<file path="config.mk">
export PLATFORM = sky130hd
export DESIGN_NAME = obj_draw
export DESIGN_NICKNAME = d
export VERILOG_FILES = /design/src/logic/bus_pkg.sv /design/src/logic/obj_pkg.sv /design/src/logic/obj_draw.sv
export SDC_FILE = /design/constraint.sdc
export NUM_CORES = 1
export LEC_CHECK = 0
export BUFFER_PORTS_ARGS = -buffer_cell sky130_fd_sc_hd__buf_2
export CAP_MARGIN = 40
export CORE_MARGIN = 4
export CORE_UTILIZATION = 53
export CTS_CLUSTER_DIAMETER = 150
export DETAILED_ROUTE_END_ITERATION = 7
export PLACE_DENSITY_LB_ADDON = 0.3
export REMOVE_ABC_BUFFERS = 1
export SYNTH_ARGS = -nofsm -noshare
export SYNTH_HDL_FRONTEND = slang
export SYNTH_SLANG_ARGS = --single-unit
</file>
<file path="constraint.sdc">
create_clock -name clk -period 3.4 [get_ports clk]
set_input_delay 0.17 -clock clk [delete_from_list [all_inputs] [get_ports clk]]
set_output_delay 0.17 -clock clk [all_outputs]
set_load 0.02 [all_outputs]
</file>
<file path="src/logic/bus_pkg.sv">
// AXI4-Lite read response codes, arbiter FSM states and memory map of the object layer
package bus_pkg;

    // Read data width of the memory port
    localparam int BUS_DW = 32;

    // AXI4-Lite RRESP encoding
    typedef enum logic [1:0] {
        OKAY   = 2'b00,
        EXOKAY = 2'b01,
        SLVERR = 2'b10,
        DECERR = 2'b11
    } resp_t;

    // Arbiter phases
    // FREE waits for a request while ADDR and DATA carry the AR and R transfers
    typedef enum logic [1:0] {FREE, ADDR, DATA} arb_state_t;

    // Word addresses
    // Attribute table with one word per object
    localparam logic [15:0] ATTR_BASE = 16'h0000;
    // Graphics with one word per object row at GFX_BASE + code*8 + row
    // Pixel 0 sits in bits 3:0
    localparam logic [15:0] GFX_BASE = 16'h1000;

endpackage

</file>
<file path="src/logic/obj_pkg.sv">
// Object pixel format, geometry, attribute word layout and scanner/drawer FSM states
package obj_pkg;

    // Pixel fields
    localparam int PAL_W = 4;
    localparam int COLOR_W = 4;

    // Palette in the upper nibble and color in the lower one
    typedef struct packed {
        logic [PAL_W-1:0]   pal;
        logic [COLOR_W-1:0] color;
    } pix_t;

    // Color that is never written
    localparam logic [COLOR_W-1:0] ALPHA = 4'hF;
    // Value left behind after a pixel is shown
    localparam pix_t BLANK_PIX = 8'hFF;

    // Object size in pixels
    localparam int OBJ_W = 8;
    localparam int OBJ_H = 8;
    localparam int ROW_W = 3;

    // Attribute word layout
    localparam int X_LSB = 0;
    localparam int X_W = 9;
    localparam int Y_LSB = 9;
    localparam int Y_W = 8;
    localparam int CODE_LSB = 17;
    localparam int CODE_W = 8;
    localparam int PAL_LSB = 25;

    typedef enum logic [2:0] {SCAN_IDLE, SCAN_REQ, SCAN_WAIT, SCAN_TEST, SCAN_HAND} scan_state_t;
    typedef enum logic [1:0] {DRAW_IDLE, DRAW_REQ, DRAW_WAIT, DRAW_WRITE} draw_state_t;

endpackage
</file>
<file path="src/logic/obj_draw.sv">
`timescale 1ns/100ps
// Object drawer fetching one graphics row per object and writing it to the line buffer
module obj_draw
    import obj_pkg::*;
    import bus_pkg::*;
#(
    parameter int AW = 9,
    parameter int MAW = 16
) (
    input  logic              clk,
    input  logic              arst_n,
    // Object handoff
    input  logic              obj_valid,
    output logic              obj_ready,
    input  logic [X_W-1:0]    obj_x,
    input  logic [CODE_W-1:0] obj_code,
    input  logic [ROW_W-1:0]  obj_row,
    input  logic [PAL_W-1:0]  obj_pal,
    // Read master
    output logic [MAW-1:0]    draw_araddr,
    output logic              draw_arvalid,
    input  logic              draw_arready,
    input  logic [BUS_DW-1:0] draw_rdata,
    input  logic [1:0]        draw_rresp,
    input  logic              draw_rvalid,
    output logic              draw_rready,
    // Line buffer writes
    output logic [AW-1:0]     wr_addr,
    output pix_t              wr_data,
    output logic              we
);

    localparam int COL_W = $clog2(OBJ_W);

    draw_state_t state;
    logic [X_W-1:0] x_q;
    logic [CODE_W-1:0] code_q;
    logic [ROW_W-1:0] row_q;
    logic [PAL_W-1:0] pal_q;
    // Graphics row with the current pixel always in the low nibble
    logic [BUS_DW-1:0] gfx;
    logic [COL_W-1:0] col;

    assign obj_ready = state == DRAW_IDLE;

    // Row word at GFX_BASE + code*8 + row
    assign draw_araddr = MAW'(GFX_BASE) + MAW'({code_q, row_q});
    assign draw_arvalid = state == DRAW_REQ;
    assign draw_rready = state == DRAW_WAIT;

    // Address wraps at the line end
    assign wr_addr = AW'(x_q) + AW'(col);
    assign wr_data.pal = pal_q;
    assign wr_data.color = gfx[COLOR_W-1:0];
    assign we = state == DRAW_WRITE;

    always_ff @(posedge clk or negedge arst_n) begin
        if (!arst_n) begin
            state <= DRAW_IDLE;
            col <= '0;
        end else begin
            case (state)
                DRAW_IDLE: begin
                    if (obj_valid) begin
                        state <= DRAW_REQ;
                    end
                end
                DRAW_REQ: begin
                    if (draw_arready) begin
                        state <= DRAW_WAIT;
                    end
                end
                DRAW_WAIT: begin
                    // An object whose row cannot be read is dropped
                    if (draw_rvalid) begin
                        col <= '0;
                        state <= (resp_t'(draw_rresp) == OKAY) ? DRAW_WRITE : DRAW_IDLE;
                    end
                end
                default: begin
                    col <= col + 1'b1;
                    if (col == COL_W'(OBJ_W - 1)) begin
                        state <= DRAW_IDLE;
                    end
                end
            endcase
        end
    end

    always_ff @(posedge clk) begin
        if (obj_valid && obj_ready) begin
            x_q <= obj_x;
            code_q <= obj_code;
            row_q <= obj_row;
            pal_q <= obj_pal;
        end
        if (state == DRAW_WAIT && draw_rvalid) begin
            gfx <= draw_rdata;
        end else if (state == DRAW_WRITE) begin
            gfx <= gfx >> COLOR_W;
        end
    end

endmodule

</file>
After elaboration in Yosys (flattened, before gate mapping)
Index checks and enable logic that the tools add are counted.
- input bits: 63
- register bits after elaboration: 61
- word-level logic and storage cells: 37
- add/sub/neg operators: 3
- reduce and logical (&&, ||, !) cells: 9
- bitwise gates (word level): 1
- mux-type cells: 10
- eq/ne operators: 7
- operators with widths (cell ; count):
    two-way mux 32 bit ; 2
    adder 13 x 11 -> 14 bit (first input constant) ; 1
    two-way mux 2 bit ; 5
    adder 9 x 3 -> 9 bit ; 1
    one-hot mux 2 bit (3 select lines) ; 1
    one-hot mux 3 bit (2 select lines) ; 1
    equality test 2 bit (second input constant) ; 2
    logical NOT 2 bit ; 2
    inequality test 2 bit (second input constant) ; 2
    AND reduction 4 bit ; 1
    nonzero test 4 bit ; 1
    adder 3 x 1 -> 3 bit (second input constant) ; 1
    equality test 3 bit (second input constant) ; 1
    two-way mux 3 bit ; 1
    equality test 2 x 1 -> 1 bit (second input constant) ; 1
    logical AND 1 bit ; 2
    inequality test 2 x 1 -> 1 bit (second input constant) ; 1
    AND reduction 2 bit ; 1
    nonzero test 2 bit ; 1
    OR reduction 2 bit ; 1
    NOT 1 bit ; 1

Longest topological paths before layout
- depth after elaboration: 4
- gate-level depth with buffers: 5
- gate-level depth less buffers: 5

Worst setup path after synthesis
Ideal clock, no wire load.
- kind: register -> register
- start: register state[1]
- end: register code_q[0] (enable)
- arrival time: 1.579 ns
- slack: 1.438 ns
- path buffers: 1
- cell stages (with the launch flop): 4
- library setup time: 0.383 ns
- path through: dfrtp_1 clkbuf_1 nor2_1 and2_1
- cells in the longest elaborated chain, start to end: 2
- RTL lines (what ; line ; RTL):
    from (decl) ; obj_draw.sv:35 ; draw_state_t state;
    from (signal assigned) ; obj_draw.sv:77 ; state <= (resp_t'(draw_rresp) == OKAY) ? DRAW_WRITE : DRAW_IDLE;
    logical NOT 2 bit ; obj_draw.sv:44 ; assign obj_ready = state == DRAW_IDLE;
    via obj_ready ; obj_draw.sv:14 ; output logic obj_ready,
    logical AND 1 bit ; obj_draw.sv:91 ; if (obj_valid && obj_ready) begin
    to (signal assigned) ; obj_draw.sv:93 ; code_q <= obj_code;
    to (decl) ; obj_draw.sv:37 ; logic [CODE_W-1:0] code_q;
The timed path passes the listed nets, and every way through them passes these cells.
A chain may end at the register's enable or synchronous reset.

Final worst setup path
- start: register col[0]
- end: output port wr_addr[8]
- cells in the longest elaborated chain, start to end: 1
- RTL lines (what ; line ; RTL):
    from (decl) ; obj_draw.sv:42 ; logic [COL_W-1:0] col;
    from (signal assigned) ; obj_draw.sv:81 ; col <= col + 1'b1;
    adder 9 x 3 -> 9 bit ; obj_draw.sv:52 ; assign wr_addr = AW'(x_q) + AW'(col);
    to (decl) ; obj_draw.sv:28 ; output logic [AW-1:0] wr_addr,
No other way between the ends.

==> load_flow_metrics.sql <==
INSERT INTO impl_metrics (metric_group, metric, value, unit) VALUES
('run_status', 'run_status', 'finished clean', ''),
('clocking', 'cts_max_path_buffers', '2', ''),
('sta', 'slew_violations', '0', ''),
('grt', 'pin_count_of_the_biggest_net_entering_global_routing', '34', ''),
('floorplanning', 'die_width', '79.54', 'um'),
('job', 'reported_max_cap_violation_count', '0', ''),
('sta', 'final_hold_viol_count', '0', ''),
('drt', 'detail_route.drc_violations', '0', ''),
('sta', 'setup_tns_after_final_layout', '0', 'ns'),
('clocking', 'cts_repair_resize_count', '0', ''),
('power_and_ir_drop', 'intPower', '2.033', 'mW'),
('clocking', 'tritoncts', 'done', ''),
('setup_path', 'critPathMaxFanout', '4', ''),
('floorplanning', 'floorplan.initialDensity', '55.95', '%'),
('setup_path', 'arrival', '2.02', 'ns'),
('grt', 'via_count_of_the_first_global_routing_pass', '1546', ''),
('grt', 'grt_usage', '15.37', '%'),
('yosys', 'postSynthRegisterBits', '61', ''),
('sta', 'grt_setup_unrepaired', 'no', ''),
('setup_path', 'worst_r2r_path_depth', '4', ''),
('placement', 'gp_congestion', '0.8320', ''),
('yosys', 'synthDominantAreaCellType', 'sky130_fd_sc_hd__edfxtp_1', ''),
('finish', 'post_route_cell_area', '0.003530', 'mm2'),
('placement', 'dp_hpwl', '3.327', 'mm'),
('power_and_ir_drop', 'sw_frac_of_total', '30.62', '%'),
('worst_hold_path', 'min_path_cells', '1', ''),
('grt', 'global_route_overflow', '0', ''),
('setup_path', 'start_kind', 'flip-flop', ''),
('finish', 'final_cells', '349', ''),
('yosys', 'yosys_warnings', '0', ''),
('sta', 'fmax', '457.4', 'MHz'),
('grt', 'grt_antenna_before_repair', '0', ''),
('sta', 'final_min_period_over_clock_period', '64.30', '%'),
('yosys', 'synth_edf_count', '56', ''),
('sta', 'setup-violations-final', '0', ''),
('finish', 'synthToLayoutAreaGrowth', '30.12', '%'),
('power_and_ir_drop', 'switchingPower', '0.8974', 'mW'),
('finish', 'nNetsFinal', '346', ''),
('yosys', 'async_set_or_reset_register_ratio_after_synthesis', '8.197', '%'),
('setup_path', 'crit_slowest_cell', 'sky130_fd_sc_hd__dfrtp_1', ''),
('sta', 'timing.final.crit_period', '2.186', 'ns'),
('floorplanning', 'die_area', '0.006327', 'mm2'),
('yosys', 'synth_area', '0.002713', 'mm2'),
('sta', 'slew_headroom', '66.11', '%'),
('drt', 'vias', '1631', ''),
('setup_path', 'crit_path_cell_trace', 'ha_1 > fa_1 > a21o_1 > or3b_1 > xnor2_1 > buf_2', ''),
('power_and_ir_drop', 'power.density_cell_area', '830.4', 'mW/mm2'),
('power_and_ir_drop', 'static-leakage-power', '1.588', 'nW'),
('yosys', 'synth.top_cells.by_count', '56 x sky130_fd_sc_hd__edfxtp_1, 22 x sky130_fd_sc_hd__mux2_4, 9 x sky130_fd_sc_hd__buf_4', ''),
('yosys', 'seq_area_frac_synth', '66.61', '%'),
('finish', 'fillers', '325', ''),
('yosys', 'synth.top_cells.by_area', 'sky130_fd_sc_hd__edfxtp_1 62%, sky130_fd_sc_hd__mux2_4 12%, sky130_fd_sc_hd__dfrtp_1 4.6%, sky130_fd_sc_hd__buf_4 2.5%, sky130_fd_sc_hd__mux2_2 2.5%', ''),
('drt', 'detailedRoute.firstPassIterationCount', '4', ''),
('floorplanning', 'core.rowCount', '25', ''),
('power_and_ir_drop', 'power.sequential.fraction', '45.8', '%'),
('power_and_ir_drop', 'p_comb_share', '34.3', '%'),
('setup_path', 'max_stage_delay', '0.41', 'ns'),
('clocking', 'level_count_of_the_clock_h_tree', '3', ''),
('drt', 'ant_nets', '0', ''),
('finish', 'antenna-diode-count', '0', ''),
('setup_path', 'worst_setup_path_end_kind', 'output port', ''),
('yosys', 'synth.most_common_cell', 'sky130_fd_sc_hd__edfxtp_1', ''),
('yosys', 'synth_top_area_share', '61.99', '%'),
('drt', 'via_per_inst', '4.673', ''),
('clocking', 'reg_clk_slew_reported_paths', '0.07', 'ns'),
('clocking', 'tritoncts.num_buffers', '9', ''),
('clocking', 'clk-insertion-delay-late', '0.32', 'ns'),
('yosys', 'post_synth.cell_area_avg', '16.44', 'um2'),
('drt', 'route.detailed.wl_per_inst', '13.87', 'um'),
('floorplanning', 'core-area', '0.004848', 'mm2'),
('worst_hold_path', 'hold_class', 'primary input to flip-flop', '');
## per-layer routing
layer  part of all wire, %  global-route usage, %  vias to the layer above
met4                   2.2                  8.419                        0
li1                      -                      -                      814
met2                    51                  23.62                       71
met3                   7.2                  6.772                       12
met1                    40                  17.99                      734
met5                     0                      0                        -
## per-stage QoR
stage / power [mW] / utilization (%) / hold WS, ns / setup slack (ns)
2_1_floorplan: 2.089 / - / -0.1256 / 0.1132
3_3_place_gp: 2.319 / 65.45 / -0.007619 / 1.498
3_5_place_dp: 2.362 / 65.75 / -0.006501 / 1.463
4_1_cts: 2.958 / 70.53 / 0.002446 / 1.184
5_1_grt: 3.103 / 72.80 / -0.002783 / 1.095
6_report: 2.931 / 72.80 / 0.02277 / 1.214
## cell families (layout without fill, tap and decap cells)
| family | after synthesis | in the layout | synth area share, % |
|---|---|---|---|
| simple gates | 31 | 31 | 6.043 |
| fa+ha+maj | 6 | 6 | 3.044 |
| flops | 61 | 61 | 66.61 |
| other cells | 2 | 5 | 0.2769 |
| compound gates | 9 | 9 | 1.845 |
| mux | 28 | 28 | 14.67 |
| buf+inv | 21 | 135 | 5.258 |
| xor+xnor | 7 | 7 | 2.260 |
## power groups by stage
stage               logic, mW  registers, mW  clock network (mW)
finish                   1.01           1.34               0.585
global route             1.09           1.37               0.639
CTS                      1.01           1.35               0.599
detailed placement       1.00           1.36                   0
global placement        0.975           1.34                   0
floorplan               0.692           1.40                   0
## cell type report
type	instances	area (um2)	area share, %
clock inverters	6	53.80	1.524
flip-flops and latches	61	1807	51.19
inverters	6	22.52	0.6381
well taps	67	83.83	2.375
repair buffers	113	660.6	18.72
multi-input cells	86	774.5	21.94
clock buffers	10	127.6	3.616
## layout by cell type (no fill, tap or decap), drive strengths merged, types with 4 or more instances in the layout
| cell | instances |
|---|---|
| xnor2 | 4 |
| buf | 97 |
| inv | 6 |
| edfxtp | 56 |
| clkinv | 4 |
| nand2 | 7 |
| mux2 | 28 |
| conb | 5 |
| clkbuf | 10 |
| dfrtp | 5 |
| nand3 | 6 |
| ha | 5 |
| nor2 | 5 |
| dlygate4sd3 | 16 |
| a21oi | 4 |
## flip-flops by register name, summed over array words and instances (netlist names)
register  flops
row_q         3
state         2
x_q           9
code_q        8
gfx          32
col           3
pal_q         4
## critical path, delay by kind of cell, from the launching register on
kind                       cells  cell delay, ns
buffers and inverters          1            0.18
DFF                            1            0.41
xor gates and xnor gates       1            0.10
AOI/OAI and AO/OA              1            0.20
adders and majority gates      2            0.62
and+or+nand+nor                1            0.18
## path summary, 6_finish.rpt
kind	startpoint	end	slack, ns
max	col[0]	wr_addr[8]	1.21
min	obj_x[0]	x_q[0]	0.02
max reg2reg	state[0]	gfx[30]	1.47
min reg2reg	gfx[19]	gfx[15]	0.54
max in group asynchronous	arst_n	state[0]	3.06
min in group asynchronous	arst_n	col[1]	0.19
(Power assumes the default switching activity.)
