==> src/logic/bus_pkg.sv <==
// AXI4-Lite read response codes, arbiter FSM states and memory map of the object layer
package bus_pkg;

    // Read data width of the memory port
    localparam int BUS_DW = 32;

    // AXI4-Lite RRESP encoding
    typedef enum logic [1:0] {
        OKAY   = 2'b00,
        EXOKAY = 2'b01,
        SLVERR = 2'b10,
        DECERR = 2'b11
    } resp_t;

    // Arbiter phases
    // FREE waits for a request while ADDR and DATA carry the AR and R transfers
    typedef enum logic [1:0] {FREE, ADDR, DATA} arb_state_t;

    // Word addresses
    // Attribute table with one word per object
    localparam logic [15:0] ATTR_BASE = 16'h0000;
    // Graphics with one word per object row at GFX_BASE + code*8 + row
    // Pixel 0 sits in bits 3:0
    localparam logic [15:0] GFX_BASE = 16'h1000;

endpackage

==> src/logic/obj_pkg.sv <==
// Object pixel format, geometry, attribute word layout and scanner/drawer FSM states
package obj_pkg;

    // Pixel fields
    localparam int PAL_W = 4;
    localparam int COLOR_W = 4;

    // Palette in the upper nibble and color in the lower one
    typedef struct packed {
        logic [PAL_W-1:0]   pal;
        logic [COLOR_W-1:0] color;
    } pix_t;

    // Color that is never written
    localparam logic [COLOR_W-1:0] ALPHA = 4'hF;
    // Value left behind after a pixel is shown
    localparam pix_t BLANK_PIX = 8'hFF;

    // Object size in pixels
    localparam int OBJ_W = 8;
    localparam int OBJ_H = 8;
    localparam int ROW_W = 3;

    // Attribute word layout
    localparam int X_LSB = 0;
    localparam int X_W = 9;
    localparam int Y_LSB = 9;
    localparam int Y_W = 8;
    localparam int CODE_LSB = 17;
    localparam int CODE_W = 8;
    localparam int PAL_LSB = 25;

    typedef enum logic [2:0] {SCAN_IDLE, SCAN_REQ, SCAN_WAIT, SCAN_TEST, SCAN_HAND} scan_state_t;
    typedef enum logic [1:0] {DRAW_IDLE, DRAW_REQ, DRAW_WAIT, DRAW_WRITE} draw_state_t;

endpackage
==> src/logic/obj_scan.sv <==
`timescale 1ns/100ps
// Object scanner walking the attribute table and passing visible objects to the drawer
module obj_scan
    import obj_pkg::*;
    import bus_pkg::*;
#(
    parameter int OBJ_COUNT = 32,
    parameter int MAW = 16
) (
    input  logic              clk,
    input  logic              arst_n,
    input  logic              lhbl,
    input  logic [Y_W-1:0]    vrender,
    // Read master
    output logic [MAW-1:0]    scan_araddr,
    output logic              scan_arvalid,
    input  logic              scan_arready,
    input  logic [BUS_DW-1:0] scan_rdata,
    input  logic [1:0]        scan_rresp,
    input  logic              scan_rvalid,
    output logic              scan_rready,
    // Object handoff
    input  logic              obj_ready,
    output logic              obj_valid,
    output logic [X_W-1:0]    obj_x,
    output logic [CODE_W-1:0] obj_code,
    output logic [ROW_W-1:0]  obj_row,
    output logic [PAL_W-1:0]  obj_pal
);

    localparam int IW = $clog2(OBJ_COUNT);

    scan_state_t state;
    logic lhbl_q;
    logic line_start;
    logic [IW-1:0] idx;
    logic [Y_W-1:0] v_q;
    logic [BUS_DW-1:0] attr;
    logic attr_ok;
    logic [Y_W-1:0] dy;
    logic hit;
    logic slot_free;
    logic advance;
    logic done;

    assign line_start = lhbl_q && !lhbl;
    // Row inside the object wraps modulo 256
    assign dy = v_q - attr[Y_LSB +: Y_W];
    assign hit = attr_ok && (dy < Y_W'(OBJ_H));
    // Handoff register empty or emptying this cycle
    assign slot_free = !obj_valid || obj_ready;
    assign advance = (state == SCAN_TEST && !hit) || (state == SCAN_HAND && slot_free);

    assign scan_arvalid = state == SCAN_REQ;
    assign scan_araddr = MAW'(ATTR_BASE) + MAW'(idx);
    assign scan_rready = state == SCAN_WAIT;

    always_ff @(posedge clk or negedge arst_n) begin
        if (!arst_n) begin
            state <= SCAN_IDLE;
            lhbl_q <= 1'b0;
            idx <= '0;
            v_q <= '0;
            attr_ok <= 1'b0;
            obj_valid <= 1'b0;
            done <= 1'b1;
        end else begin
            lhbl_q <= lhbl;
            if (obj_valid && obj_ready) begin
                obj_valid <= 1'b0;
            end
            case (state)
                SCAN_IDLE: begin
                    if (line_start) begin
                        v_q <= vrender;
                        idx <= '0;
                        done <= 1'b0;
                        state <= SCAN_REQ;
                    end
                end
                SCAN_REQ: begin
                    if (scan_arready) begin
                        state <= SCAN_WAIT;
                    end
                end
                SCAN_WAIT: begin
                    // Failed reads are skipped
                    if (scan_rvalid) begin
                        attr_ok <= resp_t'(scan_rresp) == OKAY;
                        state <= SCAN_TEST;
                    end
                end
                SCAN_TEST: begin
                    if (hit) begin
                        state <= SCAN_HAND;
                    end
                end
                default: begin
                    if (slot_free) begin
                        obj_valid <= 1'b1;
                    end
                end
            endcase
            // Next entry or end of table
            if (advance) begin
                if (idx == IW'(OBJ_COUNT - 1)) begin
                    done <= 1'b1;
                    state <= SCAN_IDLE;
                end else begin
                    idx <= idx + 1'b1;
                    state <= SCAN_REQ;
                end
            end
        end
    end

    always_ff @(posedge clk) begin
        if (state == SCAN_WAIT && scan_rvalid) begin
            attr <= scan_rdata;
        end
        if (state == SCAN_HAND && slot_free) begin
            obj_x <= attr[X_LSB +: X_W];
            obj_code <= attr[CODE_LSB +: CODE_W];
            obj_row <= dy[ROW_W-1:0];
            obj_pal <= attr[PAL_LSB +: PAL_W];
        end
    end

    // The whole table is scanned within one line
    a_scan_done: assert property (@(posedge clk) disable iff (!arst_n)
        line_start |-> done);

endmodule

==> config.mk <==
export PLATFORM = sky130hd
export DESIGN_NAME = obj_scan
export DESIGN_NICKNAME = d
export VERILOG_FILES = /design/src/logic/bus_pkg.sv /design/src/logic/obj_pkg.sv /design/src/logic/obj_scan.sv
export SDC_FILE = /design/constraint.sdc
export NUM_CORES = 1
export LEC_CHECK = 0
export BUFFER_PORTS_ARGS = -buffer_cell sky130_fd_sc_hd__buf_4
export CAP_MARGIN = 20
export CORE_MARGIN = 5
export CORE_UTILIZATION = 46
export CTS_BUF_LIST = sky130_fd_sc_hd__clkbuf_16
export DETAILED_ROUTE_END_ITERATION = 6
export PLACE_DENSITY = 0.84
export SETUP_SLACK_MARGIN = 0.02
export SYNTH_ARGS = -nofsm -noshare
export SYNTH_HDL_FRONTEND = slang
export SYNTH_SLANG_ARGS = --single-unit
==> constraint.sdc <==
create_clock -name clk -period 2.4 [get_ports clk]
set_clock_uncertainty 0.15 [all_clocks]
set_input_delay 0.24 -clock clk [delete_from_list [all_inputs] [get_ports clk]]
set_output_delay 0.24 -clock clk [all_outputs]
set_load 0.01 [all_outputs]
Word-level counts from Yosys, hierarchy flattened
Index checks and enable logic that the tools add are counted.
- register bits: 72
- input port bits: 48
- $lt $le $gt $ge: 1
- mux-type cells: 14
- eq/ne operators: 9
- add/subtract/negate cells: 2
- reduce and logical (&&, ||, !) cells: 18
- operator list (cell ; number):
    $mux 5 ; 4
    $mux 3 ; 5
    $pmux 3 s4 ; 1
    $lt 8x4->1 const B ; 1
    $sub 8x8->8 ; 1
    $eq 3x2->1 const B ; 2
    $logic_and 1x1->1 ; 6
    $ne 3x3->1 const B ; 2
    $add 5x1->5 const B ; 1
    $eq 5x5->1 const B ; 1
    $reduce_and 5->1 ; 1
    $reduce_bool 5->1 ; 1
    $mux 1 ; 4
    $reduce_and 2->1 ; 2
    $reduce_or 4->1 ; 1
    $eq 3x1->1 const B ; 1
    $eq 3x3->1 const B ; 1
    $logic_not 1->1 ; 3
    $logic_not 3->1 ; 1
    $ne 3x1->1 const B ; 1
    $ne 3x2->1 const B ; 1
    $logic_not 2->1 ; 1
    $logic_or 1x1->1 ; 2

Longest topological paths before layout
Gate-level depths: netlist of run 1.
- depth after elaboration: 8
- gate-level depth with buffers: 10
- gate-level depth less buffers: 10

Worst setup path before layout of run 1
OpenSTA, ideal clock, no wires.
- path kind: reg-to-reg
- from: register attr[9]
- to: register idx[1]
- slack: -202 ps
- data arrival time: 2327 ps
- stages on the path, launching flop included: 10
- setup time: 125 ps
- buffers on the path: 0
- clock period less this slack: 2602 ps
- required time: 2125 ps
- cell sequence: edfxtp_1 -> ha_1 -> fa_1 -> nand2b_1 -> a21oi_2 -> mux2i_1 -> nor4_2 -> a311oi_2 -> o21a_4 -> mux2_4
- word-level cells in the longest chain between the ends: 7
- RTL lines (element ; line ; text):
    from (decl) ; obj_scan.sv:38 ; logic [BUS_DW-1:0] attr;
    from (signal assigned) ; obj_scan.sv:119 ; attr <= scan_rdata;
    $sub 8x8->8 ; obj_scan.sv:48 ; assign dy = v_q - attr[Y_LSB +: Y_W];
    $lt 8x4->1 ; obj_scan.sv:49 ; assign hit = attr_ok && (dy < Y_W'(OBJ_H));
    $logic_and 1x1->1 ; obj_scan.sv:49 ;
    $logic_not 1->1 ; obj_scan.sv:52 ; assign advance = (state == SCAN_TEST && !hit) || (state == SCAN_HAND && slot_free);
    $logic_and 1x1->1 ; obj_scan.sv:52 ;
    $logic_or 1x1->1 ; obj_scan.sv:52 ;
    $mux 5 ; obj_scan.sv:105 ; if (advance) begin
    to (signal assigned) ; obj_scan.sv:110 ; idx <= idx + 1'b1;
    to (decl) ; obj_scan.sv:36 ; logic [IW-1:0] idx;
No other way between the ends.
A chain may end at the register's enable or synchronous reset.

Worst setup path after layout of run 1
Same ends and word-level chain as after synthesis.

==> results of run 1 <==
-- cell usage in the layout, fill, tap and decap left out, drive strengths merged --
cell type	instances
a2111oi	1
a211oi	3
a21o	1
a21oi	4
a221o	1
a311oi	1
and2b	2
and3	2
buf	86
bufinv	2
clkbuf	9
clkinv	1
clkinvlp	2
conb	11
dfrtp	19
dlygate4sd3	38
edfxtp	53
fa	1
ha	9
inv	15
mux2	9
mux2i	3
nand2	7
nand2b	9
nand3	2
nor2	10
nor2b	2
nor3	2
nor4	2
o211ai	1
o21a	2
o21ai	8
o21bai	1
o221ai	1
o2bb2ai	1
or2b	1
xnor2	2
xor2	4
-- how the worst max path moves through the flow --
stage                        from     end  cells after the start
after floorplan           attr[9]  idx[1]                      9
after global placement    attr[9]  idx[4]                      9
after detailed placement  attr[9]  idx[1]                      9
after CTS                 attr[9]  idx[1]                      9
after global routing      attr[9]  idx[3]                     10
final                     attr[9]  idx[1]                      9
-- routing by layer --
metal / global-route usage [%] / part of all wire (%) / vias to the layer above
met5: 0 / 0 / -
met4: 7.072 / 2.4 / 0
met3: 5.750 / 5.3 / 11
met2: 26.63 / 55 / 53
met1: 16.24 / 38 / 877
li1: - / - / 932
-- final cells by class --
| type | instances | area (um2) | share of cell area [%] |
|---|---|---|---|
| Clock buffer | 9 | 225.2 | 5.134 |
| Clock inverter | 7 | 96.34 | 2.196 |
| Inverter | 13 | 48.80 | 1.112 |
| Multi-Input combinational cell | 103 | 827.0 | 18.85 |
| Sequential cell | 72 | 2067 | 47.12 |
| Tap cell | 77 | 96.34 | 2.196 |
| Timing Repair Buffer | 124 | 1026 | 23.39 |
-- cell families after synthesis --
kind of cell	Yosys count	synth area share, %
AO/OA/AOI/OAI	25	7.185
XOR/XNOR	6	1.765
adder cells (fa/ha/maj)	10	4.454
buffers and inverters	26	5.000
flip-flops	72	69.41
multiplexers	12	4.664
other	1	0.1259
AND/OR/NAND/NOR	39	7.395
-- metrics by stage --
step	instances	worst slack, ns
final	405	-0.1467
after global routing	405	-0.2876
after CTS	405	-0.1502
after detailed placement	351	-0.1389
after global placement	351	-0.09072
after floorplan	201	-0.06317
-- synthesized netlist by cell type (2+ instances only) --
cell type / count
sky130_fd_sc_hd__nand3_1: 2
sky130_fd_sc_hd__xor2_1: 4
sky130_fd_sc_hd__a211oi_1: 2
sky130_fd_sc_hd__nand2_1: 7
sky130_fd_sc_hd__xnor2_1: 2
sky130_fd_sc_hd__and2b_2: 2
sky130_fd_sc_hd__dfrtp_1: 19
sky130_fd_sc_hd__nor3_1: 2
sky130_fd_sc_hd__and3_1: 2
sky130_fd_sc_hd__mux2_2: 7
sky130_fd_sc_hd__buf_4: 11
sky130_fd_sc_hd__ha_1: 9
sky130_fd_sc_hd__a21oi_1: 3
sky130_fd_sc_hd__inv_1: 13
sky130_fd_sc_hd__nor2_1: 9
sky130_fd_sc_hd__o21ai_0: 7
sky130_fd_sc_hd__mux2i_1: 3
sky130_fd_sc_hd__edfxtp_1: 53
sky130_fd_sc_hd__nand2b_1: 8
sky130_fd_sc_hd__mux2_4: 2
sky130_fd_sc_hd__nor2b_1: 2
-- state kept, by name (all words and copies together), names as in the netlist --
name and count:
attr 29, attr_ok 1, idx 5, lhbl_q 1, obj_code 8, obj_pal 4
obj_row 3, obj_valid 1, obj_x 9, state 3, v_q 8
-- what timing repair did --
action                     in CTS  in global routing
setup endpoints to repair       6                  7
pin swaps                       1                  0
gates resized for setup         1                  1
hold endpoints to repair       56                  0
cloned                          0                  0
hold buffers                   38                  0
-- power by group through the flow --
stage	clock [mW]	combinational [mW]	sequential [mW]
finish	1.42	0.124	1.33
global route	1.50	0.135	1.33
CTS	1.44	0.124	1.33
detailed placement	0	0.0733	1.36
global placement	0	0.0708	1.36
floorplan	0	0.0234	1.36
==> results.md, run 1 <==
* FF-to-FF setup slack at -0.15 ns
* Launching element type of the critical path: flop
* CTS buffer count at 9
* Crit Path Category: flop to flop
* Relative area change from synthesis to final layout at 47.31%
* Number of buffers and inverters on the critical path at 0
* Via count of the routed design at 1873
* Post-CTS setup buffers at 0
* Net load switching power at ~0.54 mW
* Number of antenna violations at the first check in global routing at 0
* Placeable Area at 6314 um2
* Number of cells on the worst reg-to-reg path at 9
* Root buffer cell: sky130_fd_sc_hd__clkbuf_16
* HPWL after DPL at 3974 um
* Yosys top cell area share at 53.45%
* Worst skew pair latency at 0.33 ns
* Share of total power in combinational logic at ~4.3%
* Antenna viol nets, final at 0
* Wire length per cell at around 14 um
* Number of max-slew violations in the final report at 0
* Crit-path max FO at 4
* Critical path's slowest cell: sky130_fd_sc_hd__edfxtp_1
* Buffers on Ports at 76
* Synth cell types at 43
* Global-route wire length before repair at just under 10000 um
* Final core area utilization at a little under 70%
* Sequential share of the synthesized area at between 60 and 70%
* Async SR Flop Fraction at around a quarter
* Starting density of the core at a little under half
* Horizontal die dimension at between 90 and 100 um
* Count of endpoints failing hold in the final timing report at 0
* Gpl congestion at 0.7914
* Final period demand of the worst path at 2.547 ns
* Clock Pin Slew Worst Setup and Hold Paths at about 0.060 ns
* Smallest hold slack at around 0.0090 ns
* Fin crit share at 106.1%
* Synthesized instance count at between 150 and 200
* Sequential power share at a little under half
* Peak Freq at ~0.39 GHz
* Endpoint of the worst hold-timing path: v_q[4]
* Die Span Y at 90.46 um
* Data arrival time of the worst path at between 2 and 3 ns
* Post-Layout Inst Area at about 4400 um2
* Largest vdd supply drop at roughly 0.66 mV
* Failing checks: setup timing
* Mean instance size in the synthesized netlist at about 16 um2
* TritonCTS clock tree: yes
* Top FF cell, synth: sky130_fd_sc_hd__edfxtp_1
* Ordered cell list for the critical path: ha_2 > fa_2 > nand2b_4 > a21oi_2 > mux2i_1 > nor4_2 > a311oi_2 > o21a_4 > mux2_4
* Filler instances at roughly 440
* Startpoint of the lowest-slack hold path: vrender[4]
* Total of warnings raised by yosys at 0
* Ratio of cells with drive above 1 in the final layout at between 30% and 40%
* Die footprint at roughly 8000 um2
* Final worst-path setup slack at -0.1467 ns
* Leakage power of the design at 1.887 nW
* Maximum single-stage delay on the critical path at 0.37 ns
* I/O Pins at 91
* Cell family with the largest share of critical-path delay: compound AO/OA/AOI/OAI gates
* Hold-critical path depth at 2
* Drt first pass iters at 4
* Relative contribution of the clock network to total power at between 40 and 50%
* Final TNS setup at -0.6519 ns
* CTS sink count at 72
* Post-synth EDFFs at 53
* Internal Pwr Total at roughly 2.3 mW
* Setup repair after global routing missed its margin: true
* Iteration-0 DRC count of the detailed router at 43
* Reg-to-reg critical path startpoint: attr[9]
* Critical Path Sink Type: flop
* Antenna cell count at 0
* Cell type with the largest total area after synthesis: sky130_fd_sc_hd__edfxtp_1
* Aggregate global-route resource usage at between 10% and 20%
* DRC Markers at 0
* Standard-cell row count at 29
* Via count of the first global-routing pass at between 1500 and 2000
* H-Tree Depth at 3
* Power consumption at approximately 2.9 mW
* Netlist Area Pre-Place at slightly below 3000 um2
* Number of buffers on the longest clock path at 2
* Placed standard-cell area at between 3000 and 4000 um2
* Total setup violations reported at the end of the flow at 6
* Min-Delay Path Class: input pin to flop
* Power per cell area at ~660 nW/um2
* Status: finished with violations
* Fraction of power spent switching nets at 18.95%
* Total number of nets in the final design at about 380
* Total overflow reported by the global router at 0
* Synth top area cells: sky130_fd_sc_hd__edfxtp_1 (53%), sky130_fd_sc_hd__dfrtp_1 (16%), sky130_fd_sc_hd__ha_1 (3.8%)
* Number of storage elements in the synthesis netlist at a little over 70
* Wire length after detailed routing at around 5800 um
* Critical register-to-register path endpoint: idx[1]
* Max cap viols at 0
* Per-cell via count in the routed design at about 4.6
* Largest net degree at the start of global routing at 25
* Req. time, crit path at ~2.5 ns
Power figures use the tool's default switching activity.
==> run 2: changes to the inputs <==
--- a/config.mk
+++ b/config.mk
@@ -7,11 +7,13 @@
 export LEC_CHECK = 0
 export BUFFER_PORTS_ARGS = -buffer_cell sky130_fd_sc_hd__buf_4
 export CAP_MARGIN = 20
+export CELL_PAD_IN_SITES_DETAIL_PLACEMENT = 0
+export CELL_PAD_IN_SITES_GLOBAL_PLACEMENT = 1
 export CORE_MARGIN = 5
-export CORE_UTILIZATION = 46
+export CORE_UTILIZATION = 37
 export CTS_BUF_LIST = sky130_fd_sc_hd__clkbuf_16
 export DETAILED_ROUTE_END_ITERATION = 6
-export PLACE_DENSITY = 0.84
+export PLACE_DENSITY_LB_ADDON = 0.1
 export SETUP_SLACK_MARGIN = 0.02
 export SYNTH_ARGS = -nofsm -noshare
 export SYNTH_HDL_FRONTEND = slang
==> run 2 against run 1 <==
Against the previous run: the run still ends with setup timing left; clock power down 6%; via count is 2.0% higher; critical endpoint is now idx[4]; critical path depth is the same; register-to-register slack is essentially flat; fmax down 0.36%; sequential share of layout area is 0.64 points lower; final cell count up 7.2%; sequential cell count did not move; worst setup slack lost 0.0093 ns; power is 2.7% lower.
==> results.md, run 2 (synthesis results as in run 1) <==
* Gpl congestion at 0.7636 (-3.5%)
* Relative area change from synthesis to final layout at 49.33%
* Placed standard-cell area at 3746 um2 (+1.8%)
* Per-cell via count in the routed design at 4.403 (-4.8%)
* Placeable Area at 7767 um2 (+23%)
* Post-Layout Inst Area at 4447 um2 (+1.4%)
* Aggregate global-route resource usage at 12.66% (-2.6 points)
* Largest registers: attr: 29 flops, obj_x: 9 flops
* Buffers on Ports at 76 (unchanged)
* Power per cell area at 629.0 nW/um2 (-4.0%)
* Wire length after detailed routing at 5845 um (+0.67%)
* Post-CTS setup buffers at 0 (unchanged)
* Net load switching power at 0.5612 mW (+3.1%)
* Relative contribution of the clock network to total power at 47.9% (-1.4 points)
* Global-route wire length before repair at 9666 um (unchanged)
* Final TNS setup at -0.6414 ns (+0.01057 ns)
* Largest vdd supply drop at 0.3222 mV (-51%)
* Starting density of the core at 38.34% (-8.8 points)
* I/O Pins at 91 (unchanged)
* Die footprint at 9942 um2 (+21%)
* Worst slack, placed at -0.1762 ns (-0.03723 ns)
* Smallest hold slack at 0.04975 ns (+0.04080 ns)
* Antenna cell count at 0 (unchanged)
* Flip-flop count of the largest register, all copies and words added at 29 (unchanged)
* Clock Pin Slew Worst Setup and Hold Paths at 0.06 ns (about the same)
* Data arrival time of the worst path at 2.62 ns (about the same)
* Wire length per cell at 13.47 um (-6.1%)
* H-Tree Depth at 3 (unchanged)
* HPWL after DPL at 4137 um (+4.1%)
* Horizontal die dimension at 99.71 um (+10%)
* Worst skew pair latency at 0.32 ns (about the same)
* Number of antenna violations at the first check in global routing at 0 (unchanged)
* Fraction of power spent switching nets at 20.06% (+1.1 points)
* Most frequent standard cell in the layout excluding fill and tap cells: sky130_fd_sc_hd__buf_4
* Max cap viols at 0 (unchanged)
* Largest net degree at the start of global routing at 28 (+12%)
* Final period demand of the worst path at 2.556 ns (+0.009302 ns)
* Crit Path Category: flop to flop
* Critical Path Sink Type: flop
* Iteration-0 DRC count of the detailed router at 36 (-16%)
* Via count of the first global-routing pass at 1976 (+0.46%)
* Number of max-slew violations in the final report at 0 (unchanged)
* Die Span Y at 99.71 um (+10%)
* Register with the most flip-flops: attr
* Via count of the routed design at 1911 (+2.0%)
* Drt first pass iters at 4 (unchanged)
* Standard-cell row count at 32 (+10%)
* Total overflow reported by the global router at 0 (unchanged)
* Antenna viol nets, final at 0 (unchanged)
* Total setup violations reported at the end of the flow at 6 (unchanged)
* Share of total power in combinational logic at 4.5% (+0.2 points)
* Final worst-path setup slack at -0.1560 ns (-0.009302 ns)
* Count of endpoints failing hold in the final timing report at 0 (unchanged)
* Leakage power of the design at 1.903 nW (+0.84%)
* Failing checks: setup timing
* Launching element type of the critical path: flop
* Sequential power share at 47.6% (+1.2 points)
* Commonest cells after routing, fill and taps aside: sky130_fd_sc_hd__buf_4 (88), sky130_fd_sc_hd__edfxtp_1 (53), sky130_fd_sc_hd__dlygate4sd3_1 (39)
* Min-Delay Path Class: input pin to flop
* DRC Markers at 0 (unchanged)
* Total number of nets in the final design at 385 (+1.0%)
* Internal Pwr Total at 2.236 mW (-4.0%)
* Setup repair after global routing missed its margin: true
* Status: finished with violations
* CTS sink count at 72 (unchanged)
* Crit-path max FO at 6 (+2)
* CTS buffer count at 9 (unchanged)
* Ratio of cells with drive above 1 in the final layout at 39.46% (+0.74 points)
* Peak Freq at 0.3912 GHz (-0.36%)
* Number of buffers on the longest clock path at 2 (unchanged)
* TritonCTS clock tree: yes
* Req. time, crit path at 2.46 ns (about the same)
* Root buffer cell: sky130_fd_sc_hd__clkbuf_16
* Fin crit share at 106.5% (+0.39 points)
## run 2: area by class of cell
type / count / area [um2]
timing repair buffer: 128 / 1071
tap: 102 / 127.6
clock buffer: 9 / 225.2
multi-input combinational: 103 / 827.0
clock inverter: 7 / 80.08
inverter: 13 / 48.80
sequential: 72 / 2067
fill: 665 / 3321
## run 2: worst paths after layout
kind | from | end | slack (ns) | cells after the start
min reg2reg | attr[18] | obj_code[1] | 0.27 | 0
max reg2reg | attr[9] | idx[4] | -0.16 | 9
min in group asynchronous | arst_n | lhbl_q | 0.18 | 2
max | attr[9] | idx[4] | -0.16 | 9
min | scan_arready | state[1] | 0.05 | 3
max in group asynchronous | arst_n | v_q[2] | 1.70 | 2
## run 2: stage by stage
step / total power, mW / cells / util (%)
floorplan: 1.381 / 201 / -
global placement: 1.430 / 379 / 48.23
detailed placement: 1.432 / 379 / 48.23
CTS: 2.843 / 434 / 57.18
global route: 2.910 / 434 / 57.25
finish: 2.797 / 434 / 57.25
## run 2: layer usage
metal  global-route usage, %  vias to the layer above  wire length, um
met5                       0                        -                0
met4                   5.042                        0               74
met3                   4.067                        6              383
met2                   20.83                       57             2960
met1                   15.40                      908             2428
li1                        -                      940                -
## run 2: what timing repair did
action                                 4_1_cts  5_1_grt
endpoints found under the hold margin       57        0
cloned                                       0        0
pin swaps                                    0        0
hold buffers                                39        0
setup endpoints to repair                    6        7
gates resized for setup                      0        1
## run 2: critical path, cell delays in order, from the launching register on
cell and delay [ns]:
sky130_fd_sc_hd__edfxtp_1 0.37, sky130_fd_sc_hd__ha_2 0.20, sky130_fd_sc_hd__fa_2 0.34, sky130_fd_sc_hd__nand2b_4 0.16
sky130_fd_sc_hd__a21oi_2 0.14, sky130_fd_sc_hd__mux2i_1 0.23, sky130_fd_sc_hd__nor4_2 0.06, sky130_fd_sc_hd__a311oi_2 0.29
sky130_fd_sc_hd__o21a_4 0.22, sky130_fd_sc_hd__mux2_4 0.30
## run 2: power groups by stage
| stage | clock (mW) | sequential (mW) | combinational [mW] |
|---|---|---|---|
| floorplan | 0 | 1.36 | 0.0234 |
| global placement | 0 | 1.36 | 0.0727 |
| detailed placement | 0 | 1.36 | 0.0745 |
| CTS | 1.38 | 1.33 | 0.126 |
| global route | 1.44 | 1.33 | 0.136 |
| finish | 1.34 | 1.33 | 0.125 |
